$ cat config.mk
export PLATFORM = sky130hd
export DESIGN_NAME = run_ctrl
export DESIGN_NICKNAME = d
export VERILOG_FILES = /design/src/rv_pkg.sv /design/src/run_ctrl.sv
export VERILOG_INCLUDE_DIRS = /design/src /design/src/src
export SDC_FILE = /design/constraint.sdc
export NUM_CORES = 1
export LEC_CHECK = 0
export ABC_AREA = 1
export BUFFER_PORTS_ARGS = -buffer_cell sky130_fd_sc_hd__buf_4
export CAP_MARGIN = 5
export CORE_ASPECT_RATIO = 0.8
export CORE_MARGIN = 10
export CORE_UTILIZATION = 49
export CTS_CLUSTER_DIAMETER = 80
export CTS_CLUSTER_SIZE = 14
export DETAILED_ROUTE_END_ITERATION = 10
export PLACE_DENSITY = 0.86
export SETUP_SLACK_MARGIN = 0.4
export SLEW_MARGIN = 20
export SYNTH_ARGS = -nofsm -noshare
export SYNTH_HDL_FRONTEND = slang
export SYNTH_SLANG_ARGS = --single-unit
$ cat constraint.sdc
create_clock -name clk -period 1.45 [get_ports clk]
set_input_delay 0.2175 -clock clk [delete_from_list [all_inputs] [get_ports clk]]
set_output_delay 0.2175 -clock clk [all_outputs]
set_load 0.1 [all_outputs]
$ cat src/rv_macros.svh
`ifndef RV_MACROS_SVH
`define RV_MACROS_SVH

// ~~~~~~~~~~~~~~~~~~~~~~~~~~~~~~~~~~~~~~~~~~~~~~~~~~~~~~~~~~~~
// core sizes
// ~~~~~~~~~~~~~~~~~~~~~~~~~~~~~~~~~~~~~~~~~~~~~~~~~~~~~~~~~~~~

`define RV_XLEN 32 // data and address width.
`define RV_REG_AW 5 // 32 architectural registers.

`define RV_IMEM_DEPTH 64 // instruction words.
`define RV_DMEM_DEPTH 64 // data words.

`define RV_RESET_PC 32'h0000_0000

`endif

$ cat src/rv_pkg.sv
package rv_pkg;

    // ~~~~~~~~~~~~~~~~~~~~~~~~~~~~~~~~~~~~~~~~~~~~~~~~~~~~~~~~~~~~
    // instruction encodings
    // ~~~~~~~~~~~~~~~~~~~~~~~~~~~~~~~~~~~~~~~~~~~~~~~~~~~~~~~~~~~~

    typedef enum logic [6:0] {
        OPC_OP     = 7'b0110011, // add sub and or xor slt.
        OPC_OP_IMM = 7'b0010011, // addi and friends.
        OPC_LOAD   = 7'b0000011,
        OPC_STORE  = 7'b0100011,
        OPC_BRANCH = 7'b1100011,
        OPC_JAL    = 7'b1101111,
        OPC_SYSTEM = 7'b1110011 // ecall halts.
    } opcode_e;

    typedef enum logic [2:0] {
        ALU_ADD,
        ALU_SUB,
        ALU_AND,
        ALU_OR,
        ALU_XOR,
        ALU_SLT,
        ALU_PASS_B // link address for jal.
    } alu_op_e;

    // ~~~~~~~~~~~~~~~~~~~~~~~~~~~~~~~~~~~~~~~~~~~~~~~~~~~~~~~~~~~~
    // pipeline control
    // ~~~~~~~~~~~~~~~~~~~~~~~~~~~~~~~~~~~~~~~~~~~~~~~~~~~~~~~~~~~~

    typedef enum logic {
        FWD_REG, // value read in decode.
        FWD_MW // result of memory/writeback.
    } fwd_sel_e;

    typedef enum logic [1:0] {
        IDLE,
        RUN,
        HALT
    } run_state_e;

endpackage

$ cat src/run_ctrl.sv
`timescale 1ns/1ps
`include "rv_macros.svh"

module run_ctrl (
    input  logic                clk,
    input  logic                rst_n,
    input  logic                trigger,
    input  logic                wb_retire,
    input  logic                wb_halt,
    output logic                run,
    output rv_pkg::run_state_e  run_state,
    output logic [`RV_XLEN-1:0] retired
);
    import rv_pkg::*;

    always_ff @(posedge clk) begin
        if (!rst_n) begin
            run_state <= IDLE;
        end else begin
            case (run_state)
                IDLE:    if (trigger) run_state <= RUN;
                RUN:     if (wb_halt) run_state <= HALT;
                HALT:    run_state <= HALT; // only reset leaves.
                default: run_state <= IDLE;
            endcase
        end
    end

    assign run = (run_state == RUN);

    // ecall itself is not counted.
    always_ff @(posedge clk) begin
        if (!rst_n) begin
            retired <= '0;
        end else if (run && wb_retire) begin
            retired <= retired + 1'b1;
        end
    end

endmodule

# [Word-level counts from Yosys, hierarchy flattened]
# Cells that the tools add are included.
[op_classes] addsub=1 reduce_logical=3 eq_ne=4 mux=3
[op_table] operator="$add 32x1->32 const B" count=1
[op_table] operator="$pmux 2 s3" count=1
[op_table] operator="$mux 2" count=2
[op_table] operator="$ne 2x2->1 const B" count=2
[op_table] operator="$eq 2x1->1 const B" count=1
[op_table] operator="$eq 2x2->1 const B" count=1
[op_table] operator="$logic_not 2->1" count=1
[op_table] operator="$reduce_and 2->1" count=1
[op_table] operator="$logic_and 1x1->1" count=1
[totals] reg_bits=34

# [Longest topological paths before layout]
# Gate-level depths: netlist of run 1.
[depth] ltp_word=3 ltp_mapped=12 mapped_depth_nobuf=11

# [Least setup slack after synthesis of run 1]
# Ideal clock, no wire load.
[synth_path] kind="register to register" from="register run_state[0]" to="register retired[25]" required_ns=1.323 setup_slack_ns=-1.564 stages_incl_launch_ff=10 setup_ns=0.127 synth_period_minus_slack_ns=3.014 n_path_buf=1 arrival_ns=2.888 cell_sequence="dfxtp_1 ha_1 nand2_1 buf_4 nor2_1 nand3_1 nor2_4 nand3_1 nand2_1 nor2_2"
[synth_between] elab_chain_cells=2
[synth_lines] item="start: declaration" line_no="run_ctrl.sv:11" rtl="output rv_pkg::run_state_e run_state,"
[synth_lines] item="start signal: assignment" line_no="run_ctrl.sv:18" rtl="run_state <= IDLE;"
[synth_lines] item="start signal: assignment" line_no="run_ctrl.sv:21" rtl="IDLE: if (trigger) run_state <= RUN;"
[synth_lines] item="start signal: assignment" line_no="run_ctrl.sv:22" rtl="RUN: if (wb_halt) run_state <= HALT;"
[synth_lines] item="$eq 2x1->1" line_no="run_ctrl.sv:29" rtl="assign run = (run_state == RUN);"
[synth_lines] item="via run" line_no="run_ctrl.sv:10" rtl="output logic run,"
[synth_lines] item="$logic_and 1x1->1" line_no="run_ctrl.sv:35" rtl="end else if (run && wb_retire) begin"
[synth_lines] item="end signal: assignment" line_no="run_ctrl.sv:36" rtl="retired <= retired + 1'b1;"
[synth_lines] item="end: declaration" line_no="run_ctrl.sv:12" rtl="output logic [`RV_XLEN-1:0] retired"
# The timed path passes the listed nets, and every way through them passes these cells.
# A chain may end at the register's enable or synchronous reset.

# [Worst setup path after layout of run 1]
[layout_path] from="register run_state[1]" to="register retired[25]"
[layout_between] elab_chain_cells=2
[layout_lines] item="$eq 2x1->1" line_no="run_ctrl.sv:29"
[layout_lines] item="$logic_and 1x1->1" line_no="run_ctrl.sv:35"
# Every way passes these cells.

==> qor.yml, run 1 <==
status: "complete, but fails checks"
violations: "negative setup slack"
slew_headroom_pct: 56.3
rrSetupSlack_ns: -0.20
critPathMaxFanout: 6
finalClockSkew_ns: 0.0162
port_buffers: 39
finalWirelength_um: 11300
worst_pin_slew_ns: 0.655
postCtsHoldBufs: 0
initial_utilization_pct: 50.2
globalRouteTotalUtil_pct: 22.8
cts-root-buf: "clkbuf_8"
clkLatencyLatePin_ns: 0.31
yosys_warnings: 0
drt_iter0_drc: 705
finalSetupViolCount: 21
p_leak_nw: 1.39
dr.pass1.iters: 8
diodes: 0
post_drt_wl_per_cell_um: 26.6
core_um2: 3730
final_nets: 387
die_y_um: 75.3
viasPerCell: 6.82
r2r_end: "retired[25]"
clk_path_buf_depth: 2
synth_cells: 292
period_share_pct: 114
routabilityCongestion: 0.874
hold_depth: 3
min_to: "run_state[1]"
hp-start: "trigger"
ys_ff_latch: 34
criticalPathCategory: "reg2reg"
clkSlewWorstSetupHoldPaths_ns: 0.08
globalRouteOverflowTotal: 0
crit_arrival_ns: 1.89
finalMaxSlewViolations: 0
post-route-util_pct: 97.6
yosys.area.top_type: "dfxtp_1"
yosysSeqAreaShare_pct: 36.4
yosysTopAreaCellShare_pct: 36.4
ant_nets: 0
period_needed_ns: 1.65
dp_hpwl_um: 3820
nFillCells: 51
worst_slack_ns: -0.202
place_inst: 382
yosysUniqueCellTypes: 30
synth_area_per_cell_um2: 6.41
peakVddDrop_uv: 1170
cts_tree: "done"
area_growth_pct: 94.5
layout.cells.non_filler: 424
ioPinCount: 40
r2r-start: "run_state[1]"
layout-drive-gt1-share_pct: 53.7
vias: 2893
cts.sink_count: 34
cap_viol_max_count: 0
rr_worst_depth: 10
antenna_found_initial: 0
syn-cell-area_um2: 1870
power_density_nw_per_um2: 939
fmax_ghz: 0.605
die_w_um: 89.1
synthTopCellsByArea: "dfxtp_1 (36%), nand2_1 (14%), nor2_1 (11%)"
dieArea_um2: 6710
end_kind: "flop"
min-delay-path-class: "in2reg"
route.detailed.drc: 0
row_count: 20
grt_pass1_vias: 2411
cp.required_ns: 1.69
hold_viol: 0
finalSetupTns_ns: -2.50
grt_max_degree: 21
cts_made_buffers: 5
worstSetupStartpointType: "flop"
grt_pass1_wl_um: 11800
htreeDepth: 2
syn_nets: 300
rsz0062_at_grt: "true"
-- per-stage QoR --
stage	hold WS, ns	power, mW	worst slack (ns)	cell area (µm²)
finish	0.269	3.42	-0.202	3640
detailed placement	0.444	1.95	-0.135	2380
CTS	0.261	3.06	0.0403	3220
floorplan	0.406	1.73	-0.388	1980
global placement	0.445	1.92	-0.0668	2380
global route	0.293	3.46	-0.318	3640
-- layout by cell type (no fill, tap or decap), drive strengths merged --
master and count:
buf 84, nand2 73, nor2 67, inv 41, dfxtp 34, nand3 18, a21oi 13, o21ai 11
nand4 9, clkbuf 7, xor2 4, nor3 4, nor3b 3, ha 3, a211oi 2, o21bai 1
and3 1, o22ai 1, clkinvlp 1, nand3b 1, o21a 1, bufinv 1
-- area by class of cell --
type / instances / area, µm² / share of cell area, %
well taps: 44 / 55.1 / 1.51
flip-flops and latches: 34 / 798 / 21.9
clock inverters: 1 / 30.0 / 0.825
clock buffers: 7 / 76.3 / 2.10
multi-input cells: 212 / 1370 / 37.7
repair buffers: 84 / 1140 / 31.2
inverters: 42 / 169 / 4.64
-- how the worst max path moves through the flow --
| stage | from | slack [ns] | to |
|---|---|---|---|
| 2_1_floorplan | run_state[0] | -0.39 | retired[25] |
| 3_3_place_gp | run_state[1] | -0.07 | retired[30] |
| 3_5_place_dp | run_state[1] | -0.14 | retired[30] |
| 4_1_cts | run_state[1] | 0.04 | retired[11] |
| 5_1_grt | run_state[1] | -0.32 | retired[25] |
| 6_report | run_state[1] | -0.20 | retired[25] |
-- cells in the mapped netlist --
cell type and number:
nor3_2 1, nor3b_2 1, nand4_1 9, nand3_2 2, o21ai_0 10, nor2_4 2, xor2_1 4, a21oi_1 13
o21a_1 1, a211oi_1 2, clkbuf_1 2, buf_4 1, nand2_1 72, and3_1 1, inv_2 2, buf_1 1
o22ai_1 1, nor3_1 3, o21ai_1 1, nand3b_1 1, o21bai_1 1, ha_1 3, nor3b_1 2, dfxtp_1 34
nor2_1 57, inv_1 39, nor2_2 8, nand3_1 16, nand2_2 1, clkinv_1 1
-- critical path: stages (launching register included) --
cell     delay (ns)
dfxtp_4        0.36
inv_4          0.06
ha_4           0.16
nand2_8        0.09
nor2_4         0.13
nand3_2        0.11
nor2_4         0.25
nand2_1        0.10
nand2_1        0.13
nand2_1        0.10
nor2_2         0.10
-- kinds of logic (layout without fill, tap and decap cells) --
logic type	Yosys count	after routing	synth area share [%]
simple gates	176	176	42.0
buf+inv	46	134	9.43
flops	34	34	36.4
compound gates	29	29	8.36
xor+xnor	4	4	1.87
fa+ha+maj	3	3	2.01
-- state kept, by name (all words and copies together), names as in the netlist --
name	count
retired	32
run_state	2
-- metal layers --
metal	part of all wire, %	track usage (%)
met4	9.4	11.8
met5	0	0
met2	44	40.3
met3	14	7.24
met1	33	23.9
-- timing repair --
action / 4_1_cts / 5_1_grt
setup buffers: 13 / 21
endpoints found under the hold margin: 0 / 0
pin swaps: 17 / 29
endpoints found under the setup margin: 69 / 69
gates resized for setup: 168 / 67
-- power by group --
part | leakage (nW) | internal [mW] | switching [mW]
Clock | 0.0524 | 0.515 | 0.389
Combinational | 1.04 | 0.623 | 0.877
Sequential | 0.300 | 0.951 | 0.0616
Total | 1.39 | 2.09 | 1.33
(Power assumes the default switching activity.)
==> inputs of run 2 (changes only) <==
--- a/config.mk
+++ b/config.mk
@@ -16,7 +16,6 @@
 export CTS_CLUSTER_SIZE = 14
 export DETAILED_ROUTE_END_ITERATION = 10
 export PLACE_DENSITY = 0.86
-export SETUP_SLACK_MARGIN = 0.4
 export SLEW_MARGIN = 20
 export SYNTH_ARGS = -nofsm -noshare
 export SYNTH_HDL_FRONTEND = slang
==> run 2 against run 1 <==
Compared with the run above:
- the run still ends with negative setup slack left
- clock skew fell by 0.0040 ns
- power fell by 18%
- die area did not move
- sequential share of layout area rose by 5.1 points
- combinational power fell by 33%
- hold slack got worse by 0.024 ns
- non-clock buffer count fell by 24
- wire length fell by 51%
- flip-flop and latch count did not move
- largest cell class unchanged
- final area fell by 26%
- first-iteration DRC count fell by 77%
- fmax rose by 11%
==> qor.yml, run 2 (same netlist as run 1, synthesis figures left out) <==
status: "complete, but fails checks"
violations: "negative setup slack"
antenna_found_initial: 0  # unchanged
ant_nets: 0  # unchanged
clkSlewWorstSetupHoldPaths_ns: 0.07  # about the same
finalSetupTns_ns: -0.0396  # +2.46 ns
ioPinCount: 40  # unchanged
initial_utilization_pct: 50.2  # unchanged
dieArea_um2: 6710  # unchanged
grt_max_degree: 22  # +4.8%
worst-path-buf-inv: 3  # +2
slew_headroom_pct: 63.4  # +7.1 points
seq_area_um2: 729  # -8.6%
globalRouteOverflowTotal: 0  # unchanged
cts-root-buf: "clkbuf_8"
finalSetupViolCount: 2  # -90%
rsz0062_at_grt: "true"
hold_viol: 0  # unchanged
critPathMaxFanout: 8  # +2
reg_top3: "retired (32), run_state (2)"
worstSetupStartpointType: "flop"
nFillCells: 286  # +460%
cts.sink_count: 34  # unchanged
largest_reg_flops: 32  # unchanged
grt_pass1_vias: 1873  # -22%
diodes: 0  # unchanged
port_buffers: 39  # unchanged
regMostFlops: "retired"
htreeDepth: 2  # unchanged
area_growth_pct: 43.9
finalWirelength_um: 5490  # -51%
vias: 2080  # -28%
peakVddDrop_uv: 988  # -16%
cap_viol_max_count: 0  # unchanged
criticalPathCategory: "reg2reg"
clk_path_buf_depth: 2  # unchanged
multi_input_area_um2: 1200  # -13%
path_cells: "inv_4 -> ha_4 -> nand2_8 -> inv_4 -> buf_4 -> nand3_1 -> nor2_2 -> nand3_1 -> nand2_1 -> nor2_1"
min-delay-path-class: "in2reg"
cts_made_buffers: 5  # unchanged
die_y_um: 75.3  # unchanged
dp_hpwl_um: 3890  # +1.8%
row_count: 20  # unchanged
die_w_um: 89.1  # unchanged
power_mw: 2.80  # -18%
globalRouteTotalUtil_pct: 15.6  # -7.3 points
viasPerCell: 5.20  # -24%
critPathTopFamily: "simple AND/OR/NAND/NOR gates"
crit_arrival_ns: 1.68  # -0.21 ns
core_um2: 3730  # unchanged
power_density_nw_per_um2: 1040  # +11%
end_kind: "flop"
worst_slack_ns: -0.0350  # +0.167 ns
grt_pass1_wl_um: 8340  # -29%
final_nets: 363  # -6.2%
period_needed_ns: 1.48  # -0.167 ns
routabilityCongestion: 0.888  # +1.7%
cp_slowest_cell: "dfxtp_4"
layout-drive-gt1-share_pct: 40.2  # -14 points
final_common_cell: "nand2_1"
dr.pass1.iters: 4  # -4
p_leak_nw: 1.12  # -20%
mostFrequentLayoutCells: "nand2_1 (65), buf_4 (59), nor2_1 (46)"
fmax_ghz: 0.673  # +11%
slowest_delay_ns: 0.35  # about the same
period_share_pct: 102  # -12 points
cts_tree: "done"
route.detailed.drc: 0  # unchanged
clkLatencyLatePin_ns: 0.30  # about the same
worst_pin_slew_ns: 0.549  # -0.106 ns
finalClockSkew_ns: 0.0122  # -0.00404 ns
finalMaxSlewViolations: 0  # unchanged
cp.required_ns: 1.64  # -0.05 ns
post_drt_wl_per_cell_um: 13.7  # -48%
drt_iter0_drc: 164  # -77%
## run 2: cell count changes in the layout (fill, tap and decap cells not counted), sizes merged
cell,previous run,this run
bufinv,1,0
clkbuf,7,6
clkinv,0,2
buf,84,60
## run 2: layout make-up
cell class                      count  share of cell area, %
Tap cell                           44                   2.04
Inverter                           42                   6.04
Clock buffer                        6                   3.07
Clock inverter                      2                  0.464
Timing Repair Buffer               60                   16.9
Multi-Input combinational cell    212                   44.4
Sequential cell                    34                   27.1
## run 2: worst paths after layout
path / startpoint / to / slack [ns] / cells after the start
hold reg to reg: retired[12] / retired[12] / 0.46 / 1
setup reg to reg: run_state[1] / retired[28] / -0.03 / 10
hold / removal: trigger / run_state[1] / 0.24 / 3
setup / recovery: run_state[1] / retired[28] / -0.03 / 10
## run 2: stage by stage
stage | worst slack (ns) | util, % | cell area, µm² | hold WS, ns | std cells
3_3_place_gp | -0.0561 | 64.4 | 2400 | 0.444 | 385
6_report | -0.0350 | 72.2 | 2690 | 0.244 | 400
5_1_grt | -0.139 | 72.2 | 2690 | 0.256 | 400
3_5_place_dp | -0.137 | 64.4 | 2400 | 0.444 | 385
2_1_floorplan | -0.400 | - | 1970 | 0.406 | 292
4_1_cts | -0.00247 | 67.7 | 2520 | 0.243 | 393
## run 2: what timing repair did
action                                  CTS  global route
hold buffers                              0             0
pin swaps                                 1            20
endpoints found under the setup margin   19            22
buffers inserted                          0             7
gates resized for setup                   6            30
## run 2: where the power goes
part	internal (mW)	switching [mW]
registers	0.997	0.0481
logic	0.334	0.678
clock network	0.381	0.361
## run 2: worst reg2reg max path, stage by stage (launching register included)
cell	delay, ns
dfxtp_4	0.35
inv_4	0.06
ha_4	0.15
nand2_8	0.10
inv_4	0.09
buf_4	0.10
nand3_1	0.11
nor2_2	0.21
nand3_1	0.11
nand2_1	0.07
nor2_1	0.04
## run 2: layer usage
layer	up-vias	global-route usage (%)	part of all wire, %
li1	1046	-	-
met1	940	19.4	45
met2	77	24.5	45
met3	17	4.54	7.6
met4	0	6.34	2.5
met5	-	0	0
==> inputs of run 3 (changes only) <==
--- a/config.mk
+++ b/config.mk
@@ -6,16 +6,15 @@
 export SDC_FILE = /design/constraint.sdc
 export NUM_CORES = 1
 export LEC_CHECK = 0
-export ABC_AREA = 1
 export BUFFER_PORTS_ARGS = -buffer_cell sky130_fd_sc_hd__buf_4
 export CAP_MARGIN = 5
 export CORE_ASPECT_RATIO = 0.8
 export CORE_MARGIN = 10
-export CORE_UTILIZATION = 49
+export CORE_UTILIZATION = 47
 export CTS_CLUSTER_DIAMETER = 80
 export CTS_CLUSTER_SIZE = 14
 export DETAILED_ROUTE_END_ITERATION = 10
-export PLACE_DENSITY = 0.86
+export PLACE_DENSITY = 0.85
 export SLEW_MARGIN = 20
 export SYNTH_ARGS = -nofsm -noshare
 export SYNTH_HDL_FRONTEND = slang
==> run 3 against run 2 <==
Compared with the run above:
- the run still ends with negative setup slack left
- non-clock buffer count grew 36
- highest routed layer unchanged
- clock power shrank 10%
- critical path depth shrank 4
- register-to-register slack lost 0.50 ns
==> qor.yml, run 3 <==
status: "complete, but fails checks"
violations: "negative setup slack"
ys.flop_type: "dfxtp_1"
period_needed_ns: 1.98  # +0.496 ns
seq_area_um2: 718  # -1.5%
synth_cells: 190  # -35%
top_usage_layer: "met2"
grtUsageMet2_pct: 29.7  # +5.1 points
worst-path-buf-inv: 1  # -2
core_um2: 3180  # -15%
hold_depth: 3  # unchanged
finalSetupTns_ns: -8.24  # -8.20 ns
cts_made_buffers: 5  # unchanged
path_common_cell: "or4_4"
yosys.area_share.xor_xnor_pct: 4.95  # +3.1 points
dr.pass1.iters: 4  # unchanged
power_density_nw_per_um2: 744  # -28%
critPathTopFamily: "simple AND/OR/NAND/NOR gates"
peakVddDrop_uv: 1010  # +2.0%
p_leak_nw: 1.06  # -5.4%
yosys.area_share.simple_pct: 27.9  # -14 points
globalRouteTotalUtil_pct: 17.5  # +1.9 points
largest_reg_flops: 32  # unchanged
path_cells: "ha_1 -> nand2_1 -> or4_4 -> buf_6 -> or4_4 -> a21oi_2"
multi_input_area_um2: 1020  # -15%
yosys.area.top_type: "dfxtp_1"
synth_top_family_by_area: "simple AND/OR/NAND/NOR gates"
initial_utilization_pct: 50.1  # -0.083 points
critPathMaxFanout: 7  # -1
period_share_pct: 137  # +34 points
mostFrequentLayoutCells: "buf_4 (90), dfxtp_2 (24), a21oi_1 (17)"
ioPinCount: 40  # unchanged
ys_ff_latch: 34  # unchanged
slew_headroom_pct: 69.3  # +5.9 points
cp_slowest_cell: "or4_4"
gr-usage-met3_pct: 5.69  # +1.2 points
cts-root-buf: "clkbuf_8"
routabilityCongestion: 0.795  # -10%
syn_nets: 198  # -34%
viasPerCell: 5.82  # +12%
cts_tree: "done"
yosysTopAreaCellShare_pct: 42.8  # +6.4 points
clkSlewWorstSetupHoldPaths_ns: 0.07  # about the same
finalSetupViolCount: 20  # +18
die_w_um: 85.1  # -4.5%
syn-cell-area_um2: 1590  # -15%
port_buffers: 39  # unchanged
nFillCells: 175  # -39%
cp.required_ns: 1.67  # +0.03 ns
synth-edff-count: 0  # unchanged
layout.cells.non_filler: 323  # -19%
grt_max_degree: 22  # unchanged
power_mw: 1.97  # -30%
die_y_um: 72.0  # -4.3%
rr_worst_depth: 6  # -4
vias: 1879  # -9.7%
ys_async_sr_fraction_pct: 0  # unchanged
worstSetupStartpointType: "flop"
place_inst: 307  # -20%
route.detailed.drc: 0  # unchanged
clk_path_buf_depth: 2  # unchanged
row_count: 18  # -10%
globalRouteOverflowTotal: 0  # unchanged
yosysUniqueCellTypes: 26  # -13%
reg_top3: "retired (32), run_state (2)"
criticalPathCategory: "reg2reg"
yosys_warnings: 0  # unchanged
area_growth_pct: 66.6
dieArea_um2: 6130  # -8.6%
slowest_delay_ns: 0.58  # +0.23 ns
drt_iter0_drc: 115  # -30%
cp_num_cells: 6  # -4
fmax_ghz: 0.505  # -25%
post_drt_wl_per_cell_um: 17.2  # +25%
grt_use_met1_pct: 19.6  # +0.14 points
dp_hpwl_um: 3630  # -6.7%
regMostFlops: "retired"
yosysSeqAreaShare_pct: 42.8  # +6.4 points
synth_commonest_cells: "dfxtp_1 (34), a21oi_1 (25), nand2_1 (13), or4_1 (13)"
rsz0062_at_grt: "true"
synthTopCellsByArea: "dfxtp_1 (43%), a21oi_1 (7.9%), or4_1 (6.1%)"
layout-drive-gt1-share_pct: 56.5  # +16 points
grt_pass1_wl_um: 8870  # +6.4%
worst_pin_slew_ns: 0.458  # -0.0908 ns
min-delay-path-class: "in2reg"
worst_slack_ns: -0.531  # -0.496 ns
final_common_cell: "buf_4"
htreeDepth: 2  # unchanged
cts.sink_count: 34  # unchanged
ant_nets: 0  # unchanged
synth_mux_area_share_pct: 0  # unchanged
synth_area_per_cell_um2: 8.38  # +31%
crit_arrival_ns: 2.20  # +0.52 ns
diodes: 0  # unchanged
grt_pass1_vias: 1864  # -0.48%
hold_viol: 0  # unchanged
final_nets: 291  # -20%
synth_most_common_cell: "dfxtp_1"
clkLatencyLatePin_ns: 0.29  # about the same
postCtsHoldBufs: 0  # unchanged
finalClockSkew_ns: 0.00401  # -0.00817 ns
cap_viol_max_count: 0  # unchanged
antenna_found_initial: 0  # unchanged
end_kind: "flop"
place_ws_ns: -0.593  # -0.456 ns
finalWirelength_um: 5550  # +1.1%
finalMaxSlewViolations: 0  # unchanged
synth_compound_area_share_pct: 17.4  # +9.0 points
synth_adder_area_share_pct: 2.36  # +0.35 points
==> run 3: cell count changes after synthesis, moves of 8 or more <==
| cell | delta |
|---|---|
| o31ai_1 | +11 |
| or4_1 | +13 |
| or3_1 | +11 |
| nor2_2 | -8 |
| a21oi_1 | +12 |
| inv_1 | -33 |
| nor2_1 | -46 |
| nand2_1 | -59 |
==> run 3: routing by layer <==
metal	vias up	routed length, µm
met4	0	155
met5	-	0
li1	896	-
met1	892	2270
met3	17	390
met2	74	2740
==> run 3: layout make-up <==
| class | instances | area share [%] |
|---|---|---|
| multi-input combinational | 139 | 38.6 |
| timing repair buffer | 96 | 28.5 |
| sequential | 34 | 27.1 |
| clock buffer | 7 | 2.88 |
| tap | 40 | 1.89 |
| inverter | 7 | 1.09 |
==> run 3: report_power, final <==
group	internal (mW)	switching, mW	total, mW
clock network	0.330	0.335	0.665
logic	0.116	0.227	0.343
registers	0.951	0.0123	0.963
total	1.40	0.575	1.97
==> run 3: timing repair <==
action                     in CTS  in global routing
pin swaps                       7                  7
setup endpoints to repair      22                 22
gates resized for setup        19                 19
setup buffers                   9                  2
gates cloned                    0                  0
==> run 3: metrics by stage <==
step                      cell area [µm²]  utilization (%)  hold slack (ns)
after global routing                 2650             83.5            0.297
after global placement               2360             74.5            0.471
after detailed placement             2360             74.5            0.480
after floorplan                      1730                -            0.370
after CTS                            2580             81.3            0.253
final                                2650             83.5            0.255
==> run 3: kinds of logic after synthesis <==
logic type / after synthesis
AND/OR/NAND/NOR: 78
AO/OA/AOI/OAI: 49
flip-flops: 34
buffers and inverters: 17
XOR/XNOR: 9
adder cells (fa/ha/maj): 3
==> run 3: path summary, 6_finish.rpt <==
| check | startpoint | end | slack (ns) |
|---|---|---|---|
| worst min register to register | retired[31] | retired[31] | 0.51 |
| worst max-delay path | retired[0] | retired[26] | -0.53 |
| worst min-delay path | trigger | run_state[0] | 0.26 |
| worst max register to register | retired[0] | retired[26] | -0.53 |
==> run 3: tightest hold or removal path, delay by kind of cell <==
family / cells / cell delay (ns)
AO/OA/AOI/OAI: 2 / 0.17
buffers and inverters: 1 / 0.11
