--- src/rv_macros.svh ---
`ifndef RV_MACROS_SVH
`define RV_MACROS_SVH

// ~~~~~~~~~~~~~~~~~~~~~~~~~~~~~~~~~~~~~~~~~~~~~~~~~~~~~~~~~~~~
// core sizes
// ~~~~~~~~~~~~~~~~~~~~~~~~~~~~~~~~~~~~~~~~~~~~~~~~~~~~~~~~~~~~

`define RV_XLEN 32 // data and address width.
`define RV_REG_AW 5 // 32 architectural registers.

`define RV_IMEM_DEPTH 64 // instruction words.
`define RV_DMEM_DEPTH 64 // data words.

`define RV_RESET_PC 32'h0000_0000

`endif

--- src/rv_pkg.sv ---
package rv_pkg;

    // ~~~~~~~~~~~~~~~~~~~~~~~~~~~~~~~~~~~~~~~~~~~~~~~~~~~~~~~~~~~~
    // instruction encodings
    // ~~~~~~~~~~~~~~~~~~~~~~~~~~~~~~~~~~~~~~~~~~~~~~~~~~~~~~~~~~~~

    typedef enum logic [6:0] {
        OPC_OP     = 7'b0110011, // add sub and or xor slt.
        OPC_OP_IMM = 7'b0010011, // addi and friends.
        OPC_LOAD   = 7'b0000011,
        OPC_STORE  = 7'b0100011,
        OPC_BRANCH = 7'b1100011,
        OPC_JAL    = 7'b1101111,
        OPC_SYSTEM = 7'b1110011 // ecall halts.
    } opcode_e;

    typedef enum logic [2:0] {
        ALU_ADD,
        ALU_SUB,
        ALU_AND,
        ALU_OR,
        ALU_XOR,
        ALU_SLT,
        ALU_PASS_B // link address for jal.
    } alu_op_e;

    // ~~~~~~~~~~~~~~~~~~~~~~~~~~~~~~~~~~~~~~~~~~~~~~~~~~~~~~~~~~~~
    // pipeline control
    // ~~~~~~~~~~~~~~~~~~~~~~~~~~~~~~~~~~~~~~~~~~~~~~~~~~~~~~~~~~~~

    typedef enum logic {
        FWD_REG, // value read in decode.
        FWD_MW // result of memory/writeback.
    } fwd_sel_e;

    typedef enum logic [1:0] {
        IDLE,
        RUN,
        HALT
    } run_state_e;

endpackage

--- src/rv_pipe_if.sv ---
`timescale 1ns/1ps
`include "rv_macros.svh"

interface dx_if;
    import rv_pkg::*;

    logic valid;
    logic [`RV_XLEN-1:0] pc;
    logic [`RV_REG_AW-1:0] rs1, rs2, rd;
    logic [`RV_XLEN-1:0] rs1_val, rs2_val, imm;
    alu_op_e alu_op;
    logic alu_src_imm, reg_write, mem_read, mem_write;
    logic branch, branch_ne, jump, halt;

    modport dec (output valid, pc, rs1, rs2, rs1_val, rs2_val, rd, imm, alu_op,
                 alu_src_imm, reg_write, mem_read, mem_write, branch, branch_ne, jump, halt);
    modport exe (input valid, pc, rs1_val, rs2_val, rd, imm, alu_op,
                 alu_src_imm, reg_write, mem_read, mem_write, branch, branch_ne, jump, halt);
    modport haz (input rs1, rs2);
endinterface

interface xm_if;
    logic valid;
    logic [`RV_XLEN-1:0] result; // alu result or link address.
    logic [`RV_XLEN-1:0] store_data;
    logic [`RV_REG_AW-1:0] rd;
    logic reg_write, mem_read, mem_write, halt;

    modport exe (output valid, result, store_data, rd, reg_write, mem_read, mem_write, halt);
    modport mw (input valid, result, store_data, rd, reg_write, mem_read, mem_write, halt);
    modport haz (input valid, rd, reg_write);
endinterface

--- src/execute_stage.sv ---
`timescale 1ns/1ps
`include "rv_macros.svh"

module execute_stage (
    input  logic                clk,
    input  logic                rst_n,
    input  logic                run,
    input  rv_pkg::fwd_sel_e    fwd_a,
    input  rv_pkg::fwd_sel_e    fwd_b,
    input  logic [`RV_XLEN-1:0] wb_data,
    dx_if.exe                   dx,
    xm_if.exe                   xm,
    output logic                redirect,
    output logic [`RV_XLEN-1:0] target
);
    import rv_pkg::*;

    logic [`RV_XLEN-1:0] a, b, op_b, link, alu_y;
    logic taken;

    assign a    = (fwd_a == FWD_MW) ? wb_data : dx.rs1_val;
    assign b    = (fwd_b == FWD_MW) ? wb_data : dx.rs2_val;
    assign link = dx.pc + 32'd4;
    assign op_b = dx.jump ? link : (dx.alu_src_imm ? dx.imm : b);

    always_comb begin
        case (dx.alu_op)
            ALU_ADD: alu_y = a + op_b;
            ALU_SUB: alu_y = a - op_b;
            ALU_AND: alu_y = a & op_b;
            ALU_OR:  alu_y = a | op_b;
            ALU_XOR: alu_y = a ^ op_b;
            ALU_SLT: alu_y = {{(`RV_XLEN-1){1'b0}}, $signed(a) < $signed(op_b)};
            default: alu_y = op_b;
        endcase
    end

    // beq and bne share one comparator.
    assign taken    = dx.branch && ((a == b) != dx.branch_ne);
    assign redirect = dx.valid && (taken || dx.jump);
    assign target   = dx.pc + dx.imm;

    always_ff @(posedge clk) begin
        if (!rst_n) begin
            xm.valid <= 1'b0;
        end else if (run) begin
            xm.valid <= dx.valid;
        end
    end

    always_ff @(posedge clk) begin
        if (run) begin
            xm.result     <= alu_y;
            xm.store_data <= b;
            xm.rd         <= dx.rd;
            xm.reg_write  <= dx.reg_write;
            xm.mem_read   <= dx.mem_read;
            xm.mem_write  <= dx.mem_write;
            xm.halt       <= dx.halt;
        end
    end

endmodule

--- src/flat_wrapper.sv ---
// flat-port wrapper written by rule: the top's interface ports become plain ports
module execute_stage_flat import rv_pkg::*;
  (clk, rst_n, run, fwd_a, fwd_b, wb_data, redirect, target, dx_valid, dx_pc, dx_rs1_val, dx_rs2_val, dx_rd, dx_imm, dx_alu_op, dx_alu_src_imm, dx_reg_write, dx_mem_read, dx_mem_write, dx_branch, dx_branch_ne, dx_jump, dx_halt, xm_valid, xm_result, xm_store_data, xm_rd, xm_reg_write, xm_mem_read, xm_mem_write, xm_halt);
  dx_if dx_i ();
  xm_if xm_i ();
  input  logic clk;
  input  logic rst_n;
  input  logic run;
  input  rv_pkg::fwd_sel_e fwd_a;
  input  rv_pkg::fwd_sel_e fwd_b;
  input  logic [`RV_XLEN-1:0] wb_data;
  output logic redirect;
  output logic [`RV_XLEN-1:0] target;
  input wire logic [$bits(dx_i.valid)-1:0] dx_valid;
  input wire logic [$bits(dx_i.pc)-1:0] dx_pc;
  input wire logic [$bits(dx_i.rs1_val)-1:0] dx_rs1_val;
  input wire logic [$bits(dx_i.rs2_val)-1:0] dx_rs2_val;
  input wire logic [$bits(dx_i.rd)-1:0] dx_rd;
  input wire logic [$bits(dx_i.imm)-1:0] dx_imm;
  input wire logic [$bits(dx_i.alu_op)-1:0] dx_alu_op;
  input wire logic [$bits(dx_i.alu_src_imm)-1:0] dx_alu_src_imm;
  input wire logic [$bits(dx_i.reg_write)-1:0] dx_reg_write;
  input wire logic [$bits(dx_i.mem_read)-1:0] dx_mem_read;
  input wire logic [$bits(dx_i.mem_write)-1:0] dx_mem_write;
  input wire logic [$bits(dx_i.branch)-1:0] dx_branch;
  input wire logic [$bits(dx_i.branch_ne)-1:0] dx_branch_ne;
  input wire logic [$bits(dx_i.jump)-1:0] dx_jump;
  input wire logic [$bits(dx_i.halt)-1:0] dx_halt;
  output wire logic [$bits(xm_i.valid)-1:0] xm_valid;
  output wire logic [$bits(xm_i.result)-1:0] xm_result;
  output wire logic [$bits(xm_i.store_data)-1:0] xm_store_data;
  output wire logic [$bits(xm_i.rd)-1:0] xm_rd;
  output wire logic [$bits(xm_i.reg_write)-1:0] xm_reg_write;
  output wire logic [$bits(xm_i.mem_read)-1:0] xm_mem_read;
  output wire logic [$bits(xm_i.mem_write)-1:0] xm_mem_write;
  output wire logic [$bits(xm_i.halt)-1:0] xm_halt;
  assign dx_i.valid = dx_valid;
  assign dx_i.pc = dx_pc;
  assign dx_i.rs1_val = dx_rs1_val;
  assign dx_i.rs2_val = dx_rs2_val;
  assign dx_i.rd = dx_rd;
  assign dx_i.imm = dx_imm;
  assign dx_i.alu_op = dx_alu_op;
  assign dx_i.alu_src_imm = dx_alu_src_imm;
  assign dx_i.reg_write = dx_reg_write;
  assign dx_i.mem_read = dx_mem_read;
  assign dx_i.mem_write = dx_mem_write;
  assign dx_i.branch = dx_branch;
  assign dx_i.branch_ne = dx_branch_ne;
  assign dx_i.jump = dx_jump;
  assign dx_i.halt = dx_halt;
  assign xm_valid = xm_i.valid;
  assign xm_result = xm_i.result;
  assign xm_store_data = xm_i.store_data;
  assign xm_rd = xm_i.rd;
  assign xm_reg_write = xm_i.reg_write;
  assign xm_mem_read = xm_i.mem_read;
  assign xm_mem_write = xm_i.mem_write;
  assign xm_halt = xm_i.halt;
  execute_stage u_core (.clk(clk), .rst_n(rst_n), .run(run), .fwd_a(fwd_a), .fwd_b(fwd_b), .wb_data(wb_data), .dx(dx_i), .xm(xm_i), .redirect(redirect), .target(target));
endmodule
--- config.mk ---
export PLATFORM = sky130hd
export DESIGN_NAME = execute_stage_flat
export DESIGN_NICKNAME = d
export VERILOG_FILES = /design/src/rv_pkg.sv /design/src/rv_pipe_if.sv /design/src/execute_stage.sv /design/src/flat_wrapper.sv
export VERILOG_INCLUDE_DIRS = /design/src /design/src/src
export SDC_FILE = /design/constraint.sdc
export NUM_CORES = 1
export LEC_CHECK = 0
export BUFFER_PORTS_ARGS = -buffer_cell sky130_fd_sc_hd__buf_4
export CAP_MARGIN = 10
export CORE_MARGIN = 4
export CORE_UTILIZATION = 56
export DETAILED_ROUTE_END_ITERATION = 12
export MAX_ROUTING_LAYER = met4
export PLACE_DENSITY_LB_ADDON = 0.1
export SLEW_MARGIN = 20
export SYNTH_ARGS = -nofsm -noshare
export SYNTH_HDL_FRONTEND = slang
export SYNTH_SLANG_ARGS = --single-unit
--- constraint.sdc ---
create_clock -name clk -period 4.95 [get_ports clk]
set_clock_uncertainty 0.15 [all_clocks]
set_input_delay 0.2475 -clock clk [delete_from_list [all_inputs] [get_ports clk]]
set_output_delay 0.2475 -clock clk [all_outputs]
set_load 0.02 [all_outputs]
* Word level (Yosys, flattened, before mapping)
Cells that the tools add are included.
** Operators by class
- $add $sub $neg :: 4
- $lt $le $gt $ge :: 1
- Eq/ne operators :: 7
- Muxes and demuxes :: 5
- Bitwise operators :: 3
- Reductions and logical operators :: 4
** Operator list (number)
- 32-bit one-hot mux with 6 select lines :: 1
- 32-bit 2-to-1 mux :: 4
- 32-bit adder :: 2
- 32-bit by 3-bit adder with 32-bit output, second input constant :: 1
- 32-bit AND :: 1
- 32-bit == test :: 1
- 32-bit < comparator :: 1
- 32-bit OR :: 1
- 32-bit subtractor :: 1
- 32-bit XOR :: 1
- 3-bit by 2-bit == test with 1-bit output, second input constant :: 2
- 3-bit == test, second input constant :: 2
- 3-bit by 1-bit == test with 1-bit output, second input constant :: 1
- 3-bit logical NOT :: 1
- 1-bit logical AND :: 2
- 1-bit logical OR :: 1
- 1-bit != test :: 1
** Storage, ports and cells
- Bits in registers :: 74
- Bits of input ports :: 182
- Output and inout port bits :: 107
- Logic and storage cells :: 32

* Longest topological paths before layout
Gate-level depths: netlist (run 1).
- Depth in word-level cells :: 6
- Gate-level depth with buffers :: 20
- Mapped depth without buffers :: 18

* Worst setup path before layout (run 1)
No wires, ideal clock.
- Path kind :: input to register
- Start :: input port fwd_b
- End :: register u_core.xm.result[0] (data pin)
- Arrival :: 4.059 ns
- Data required time :: 4.532 ns
- Slack :: 0.474 ns
- Cell stages on the path :: 20
- Buffers on the path :: 4
- Path through :: clkbuf_1 > buf_2 > buf_2 > mux2_2 > mux2i_1 > nor2_1 > a21oi_1 > inv_1 > ha_1 > buf_2 > nor4_1 > nand3_1 > o21bai_1 > o31ai_1 > a31oi_1 > nor3b_2 > o31a_1 > o21bai_1 > a221oi_1 > o31ai_2
** On the way
- Longest elaborated chain between the ends :: 5
- Elaborated cells on any way between the ends :: 10
** RTL lines
- start, declared :: RTL line flat_wrapper.sv:10 : input rv_pkg::fwd_sel_e fwd_b;
- 32-bit 2-to-1 mux :: RTL line execute_stage.sv:22 : assign b = (fwd_b == FWD_MW) ? wb_data : dx.rs2_val;
- via u_core.b[11] :: RTL line execute_stage.sv:18 : logic [`RV_XLEN-1:0] a, b, op_b, link, alu_y;
- 32-bit 2-to-1 mux (2 in a row) :: RTL line execute_stage.sv:24 : assign op_b = dx.jump ? link : (dx.alu_src_imm ? dx.imm : b);
- 32-bit < comparator :: RTL line execute_stage.sv:33 : ALU_SLT: alu_y = {{(`RV_XLEN-1){1'b0}}, $signed(a) < $signed(op_b)};
- 32-bit one-hot mux with 6 select lines :: RTL line execute_stage.sv:27 : case (dx.alu_op)
- via u_core.alu_y[0] :: RTL line execute_stage.sv:18
- end signal, assigned :: RTL line execute_stage.sv:53 : xm.result <= alu_y;
- end, declared :: RTL line rv_pipe_if.sv:29 : modport exe (output valid, result, store_data, rd, reg_write, mem_read, mem_write, halt);
The timed path passes the listed nets, and every way through them passes these cells.
A chain may end at the register's enable or synchronous reset.

* Worst setup path after layout (run 1)
- Start :: input port fwd_b
- End :: register u_core.xm.result[30] (data pin)
** On the way
- Longest elaborated chain between the ends :: 5
- Elaborated cells on any way between the ends :: 9
** RTL lines (RTL line)
- 32-bit 2-to-1 mux * :: execute_stage.sv:22
- via u_core.b[15] :: execute_stage.sv:18
- 32-bit 2-to-1 mux * (2 in a row) :: execute_stage.sv:24
- 32-bit subtractor or 32-bit adder (tied branches) :: execute_stage.sv:29, execute_stage.sv:28
- 32-bit one-hot mux with 6 select lines * :: execute_stage.sv:27
- via u_core.alu_y[30] :: execute_stage.sv:18
The timed path passes the listed nets; every way through them passes the cells marked *.

==> results.json, run 1 <==
{
  "antenna_found_initial": 0,
  "dieArea_sq_um": 23080,
  "drt-wirelength-per-cell_microns": 21.95,
  "die_w_microns": 151.9,
  "numCtsBuffers": 9,
  "worstSetupPathType": "in -> reg",
  "areaGrowthSynthToFinish_pct": 26.10,
  "port_buffers": 288,
  "peakVddDrop_mv": 0.1362,
  "power_mw": 3.613,
  "viasPerCell": 6.313,
  "synth-edff-count": 73,
  "crit_fanout": 16,
  "drv_cap": 0,
  "slew_headroom_pct": 30.33,
  "setup.worst_path.start": "fwd_b",
  "hold_violations": 0,
  "firstDrtPassIters": 6,
  "ys_seq_elements": 74,
  "cts_setup_buffers": 0,
  "cp-start-kind": "input pin",
  "avgSynthCellArea_sq_um": 7.972,
  "r2r-end": "u_core.xm.valid$_SDFFE_PN0P_",
  "grt_pass1_vias": 12160,
  "crit_cells": 18,
  "cts_tree": "yes",
  "nNetsFinal": 2058,
  "syn-num-nets": 1773,
  "clkSinkCount": 74,
  "drt_iter0_drc": 1368,
  "wirelength_microns": 44220,
  "rsz0062_at_grt": "no",
  "worstRegToRegCells": 2,
  "rows": 52,
  "drive_gt1_share_pct": 24.18,
  "grtUsageTotal_pct": 37.16,
  "cp_data_required_time_ps": 4890,
  "clock_path_buffers": 2,
  "yosys_warnings": 0,
  "min_period_ps": 4532,
  "r2r_start": "u_core.xm.valid$_SDFFE_PN0P_",
  "slew_violations": 0,
  "path_cells": "buf_4 > buf_4 > mux2_2 > mux2i_1 > nor2_1 > a21oi_1 > inv_1 > ha_1 > nor3_1 > nand3_1 > o21bai_1 > o31ai_1 > a31oi_1 > a31oi_1 > o21a_1 > o311a_1 > xnor2_1 > o22ai_1",
  "p_leak_nw": 6.618,
  "seq_area_frac_synth_pct": 19.07,
  "grt_max_degree": 90,
  "synthFlopType": "edfxtp_1",
  "ant_nets": 0,
  "synth_area_sq_um": 11600,
  "hp-class": "in -> reg",
  "holdBufCountCts": 10,
  "vias": 12720,
  "dp_hpwl_microns": 35240,
  "status": "complete, no violations",
  "path_clk_slew_ps": 70,
  "max_freq_mhz": 220.7,
  "post-route-cell-area_sq_um": 14630,
  "dpl_cell_area_sq_um": 14200,
  "cellPowerDensity_nw_per_um2": 247.0,
  "synth_cell_types": 84,
  "gr-total-overflow": 0,
  "cts_root_buf": "clkbuf_16",
  "path_buf_inv": 3,
  "start_util_pct": 57.14,
  "crit_end": "u_core.xm.result[30]$_DFFE_PP_",
  "drc": 0,
  "critPathArrivalTime_ps": 4470,
  "cts_resized": 0,
  "ios": 289,
  "worstSetupEndpointType": "flop",
  "clk_latency_ps": 360,
  "cts_htree_levels": 3,
  "placeableCoreArea_sq_um": 20300,
  "final.setup.tns_ps": 0,
  "cp_top_family": "compound AO/OA/AOI/OAI gates",
  "grt_pass1_wl_microns": 67410,
  "die_y_microns": 151.9,
  "setup_viol": 0,
  "r2r_setup_slack_ps": 4150,
  "slowest_stage": "a31oi_1",
  "gp_congestion": 0.9952,
  "synthArstFlopShare_pct": 0,
  "tightestPinTransition_ps": 1045,
  "period_share_pct": 91.55,
  "max_stage_delay_ps": 480,
  "n_antenna_cell": 0,
  "synth_cells": 1455
}
-- metrics by stage --
stage               util, %  hold slack [ps]  worst slack (ps)  cells
floorplan                 -            196.4             473.8   1455
CTS                   72.06            18.11             576.8   2015
detailed placement    69.97            277.1             233.8   1989
finish                72.06            41.98             418.5   2015
global route          72.06            101.3             158.0   2015
global placement      69.97            275.9             341.3   1989
-- worst min path at each step --
stage                             from                            end  slack, ps  cells past startpoint
after floorplan                dx_halt       u_core.xm.halt$_DFFE_PP_        200                      0
after global placement        dx_rd[2]      u_core.xm.rd[2]$_DFFE_PP_        280                      1
after detailed placement  dx_reg_write  u_core.xm.reg_write$_DFFE_PP_        280                      1
after CTS                     dx_valid   u_core.xm.valid$_SDFFE_PN0P_         20                      3
after global routing          dx_valid   u_core.xm.valid$_SDFFE_PN0P_        100                      3
final                         dx_valid   u_core.xm.valid$_SDFFE_PN0P_         40                      3
-- power by group --
| part | internal [mW] | switching [mW] | total [mW] |
|---|---|---|---|
| clock network | 0.447 | 0.301 | 0.748 |
| logic | 0.853 | 1.21 | 2.06 |
| registers | 0.779 | 0.0233 | 0.802 |
-- cell usage after synthesis (10+ instances only) --
| cell type | n | area share [%] |
|---|---|---|
| edfxtp_1 | 73 | 19 |
| o21ai_0 | 129 | 5.6 |
| mux2i_1 | 62 | 5.4 |
| a21o_1 | 19 | 1.2 |
| nor2_1 | 113 | 3.7 |
| buf_1 | 10 | 0.32 |
| nand3_1 | 28 | 1.2 |
| o2bb2ai_1 | 16 | 1.2 |
| ha_1 | 133 | 14 |
| a211oi_1 | 14 | 0.91 |
| a31oi_1 | 11 | 0.59 |
| inv_1 | 102 | 3.3 |
| xor2_1 | 55 | 4.2 |
| xnor2_1 | 54 | 4.1 |
| buf_2 | 10 | 0.43 |
| a22oi_1 | 25 | 1.6 |
| nor2b_1 | 17 | 0.92 |
| o21bai_1 | 16 | 1.0 |
| nand2b_1 | 23 | 1.2 |
| clkbuf_1 | 59 | 1.9 |
| nor3_1 | 30 | 1.3 |
| o21a_1 | 14 | 0.91 |
| o211ai_1 | 17 | 1.1 |
| a21oi_1 | 107 | 4.6 |
| nand4_1 | 23 | 1.2 |
| mux2_2 | 35 | 3.4 |
| nand2_1 | 95 | 3.1 |
-- routing by layer --
layer  routed length, microns  global-route usage (%)  vias to the layer above
met2                    20210                   58.59                      812
li1                         -                       -                     5900
met1                    17890                   49.08                     5913
met5                        0                       -                        -
met4                     1431                   11.13                        0
met3                     4698                   6.513                       95
-- final cells by class --
type,count,area (sq um)
Timing Repair Buffer,356,2698
Multi-Input combinational cell,1195,8666
Clock buffer,9,225.2
Sequential cell,74,2212
Tap cell,270,337.8
Clock inverter,7,98.84
Fill cell,1655,5672
Inverter,104,390.4
-- logic make-up after synthesis --
group,count (synthesis),synth area share [%]
AOI/OAI and AO/OA,472,26.76
and+or+nand+nor,381,16.10
buffers and inverters,186,6.224
adders and majority gates,136,14.86
xor gates and xnor gates,109,8.230
muxes,97,8.748
DFF,74,19.07
-- cell usage in the layout (no fill, tap or decap), types with 30 or more instances in the layout --
cell and n:
buf_4 346, ha_1 133, o21ai_0 129, nor2_1 113, a21oi_1 107, inv_1 101, nand2_1 95, edfxtp_1 73
mux2i_1 62, xor2_1 55, xnor2_1 54, mux2_2 35, nor3_1 30
-- worst min-delay path: stages --
cell	delay, ps
buf_4	90
mux2i_1	70
nor2b_1	100
-- sequential cells by signal, indices dropped and copies added, names as in the netlist --
register / flops
u_core.xm.valid: 1
u_core.xm.store_data: 32
u_core.xm.reg_write: 1
u_core.xm.halt: 1
u_core.xm.mem_write: 1
u_core.xm.mem_read: 1
u_core.xm.result: 32
u_core.xm.rd: 5
No activity file was read; power rests on OpenSTA's default activity.
==> run 2: changes to the inputs <==
CORE_ASPECT_RATIO = 0.75   (was not set)
==> run 2 against run 1 <==
Design area increased by 0.84%. Fmax fell by 0.17%. Sequential power hardly changed.
==> results.json, run 2 (same netlist as run 1, synthesis figures left out) <==
{
  "status": "complete, no violations",
  "p_clk_share_pct": 20.7,
  "rows": 45,
  "port_buffers": 288,
  "peakVddDrop_mv": 0.1605,
  "path_cells": "buf_4 > nand4_1 > nor2_1 > and4_1 > xor2_1 > o21ai_1 > inv_1 > ha_1 > nor4_1 > o21ai_0 > a31oi_1 > a31oi_1 > a31oi_1 > buf_4 > nor3b_2 > o31a_1 > o21bai_1 > a221oi_1 > o31ai_2",
  "p_leak_nw": 6.706,
  "max_stage_delay_ps": 470,
  "antenna_found_initial": 0,
  "drt-wirelength-per-cell_microns": 22.37,
  "die_y_microns": 132.6,
  "numCtsBuffers": 9,
  "path_clk_slew_ps": 70,
  "routedLengthMet1_microns": 18430,
  "vias": 12930,
  "p_int_mw": 2.105,
  "die_w_microns": 174.2,
  "grt_pass1_wl_microns": 68620,
  "tightestPinTransition_ps": 1015,
  "hold_violations": 0,
  "areaGrowthSynthToFinish_pct": 27.16,
  "worstSetupPathType": "in -> reg",
  "drc": 0,
  "wl_met3_microns": 4542,
  "gp_congestion": 1.057,
  "clkSinkCount": 74,
  "worstSetupEndpointType": "flop",
  "crit_fanout": 11,
  "max_freq_mhz": 220.3,
  "grtUsageTotal_pct": 38.16,
  "switching_share_pct": 42.67,
  "slew_headroom_pct": 32.06,
  "cp_top_family": "compound AO/OA/AOI/OAI gates",
  "combPwrFrac_pct": 57.5,
  "firstDrtPassIters": 5,
  "cellPowerDensity_nw_per_um2": 248.9,
  "cpMostUsedCell": "a31oi_1",
  "clk_latency_ps": 350,
  "viasPerCell": 6.395,
  "cts_tree": "yes",
  "largestRegisters": "u_core.xm.result x32, u_core.xm.store_data x32, u_core.xm.rd x5",
  "final_common_cell": "buf_4",
  "rsz0062_at_grt": "no",
  "dp_hpwl_microns": 35500,
  "cp_data_required_time_ps": 4890,
  "min_period_ps": 4539,
  "cts_root_buf": "clkbuf_16",
  "grt_max_degree": 73,
  "clock_path_buffers": 2,
  "drt_iter0_drc": 1707,
  "highest_layer": "met4",
  "wirelength_microns": 45210,
  "start_util_pct": 57.23,
  "n_antenna_cell": 0,
  "r2r_setup_slack_ps": 4170,
  "cts_setup_buffers": 0,
  "dpl.cell_count": 1995,
  "period_share_pct": 91.70,
  "holdWs_ps": 32.79,
  "grt_pass1_vias": 12230,
  "most-common-layout-cells": "buf_4, ha_1, o21ai_0, nor2_1, a21oi_1",
  "slowest_stage": "ha_1",
  "cp-start-kind": "input pin",
  "drv_cap": 0,
  "placeableCoreArea_sq_um": 20270,
  "ant_nets": 0,
  "dieArea_sq_um": 23100,
  "hp-class": "in -> reg",
  "critPathArrivalTime_ps": 4480,
  "final.setup.tns_ps": 0,
  "path_buf_inv": 3,
  "cts_htree_levels": 3,
  "fin_cells": 2021,
  "wl_met2_microns": 20580,
  "nNetsFinal": 2076,
  "p_sw_mw": 1.567,
  "drive_gt1_share_pct": 25.01,
  "seq_power_share_pct": 21.8,
  "gr-total-overflow": 0,
  "utilization_pct": 72.77,
  "slew_violations": 0,
  "ios": 289,
  "setup_viol": 0
}
-- run 2: cell count changes in the layout (fill, tap and decap cells not counted), sizes merged --
cell,before,now
clkinvlp,0,1
buf,346,364
inv,106,105
-- run 2: final timing paths --
| kind | cells past startpoint | startpoint | endpoint |
|---|---|---|---|
| setup / recovery | 19 | dx_pc[6] | u_core.xm.result[0]$_DFFE_PP_ |
| hold reg to reg | 2 | u_core.xm.valid$_SDFFE_PN0P_ | u_core.xm.valid$_SDFFE_PN0P_ |
| setup reg to reg | 2 | u_core.xm.valid$_SDFFE_PN0P_ | u_core.xm.valid$_SDFFE_PN0P_ |
| hold / removal | 3 | dx_valid | u_core.xm.valid$_SDFFE_PN0P_ |
-- run 2: repair_timing --
item / 4_1_cts / 5_1_grt
hold endpoints to repair: 10 / 0
endpoints found under the setup margin: 0 / 1
resized for setup: 0 / 1
hold buffers: 10 / 0
-- run 2: final cells by class --
type                            count  area (sq um)
Sequential cell                    74          2212
Clock inverter                      7         101.3
Fill cell                        1647          5519
Clock buffer                        9         225.2
Inverter                          104         390.4
Timing Repair Buffer              374          2833
Tap cell                          258         322.8
Multi-Input combinational cell   1195          8666
-- run 2: worst reg2reg max path: cells and delay by family, from the launching register on --
kind / cells / cell delay, ps
mux: 1 / 150
flops: 1 / 310
simple gates: 1 / 60
-- run 2: stage by stage --
step / instance area (sq um) / setup WS [ps] / power, mW
finish: 14750 / 410.7 / 3.672
global route: 14750 / 108.0 / 3.855
CTS: 14750 / 506.6 / 3.634
detailed placement: 14320 / 135.1 / 2.862
global placement: 14320 / 282.2 / 2.833
floorplan: 11600 / 473.8 / 2.075
-- run 2: power groups by stage --
stage               Sequential [mW]  Combinational [mW]  Clock [mW]
CTS                           0.801                2.07       0.765
global route                  0.807                2.26       0.787
global placement              0.811                2.02           0
finish                        0.801                2.11       0.759
floorplan                     0.904                1.17           0
detailed placement            0.814                2.05           0
-- run 2: per-layer routing --
layer / track usage [%] / vias to the layer above
li1: - / 5949
met1: 49.19 / 6018
met2: 60.79 / 831
met3: 6.941 / 127
met4: 12.75 / 0
met5: - / -
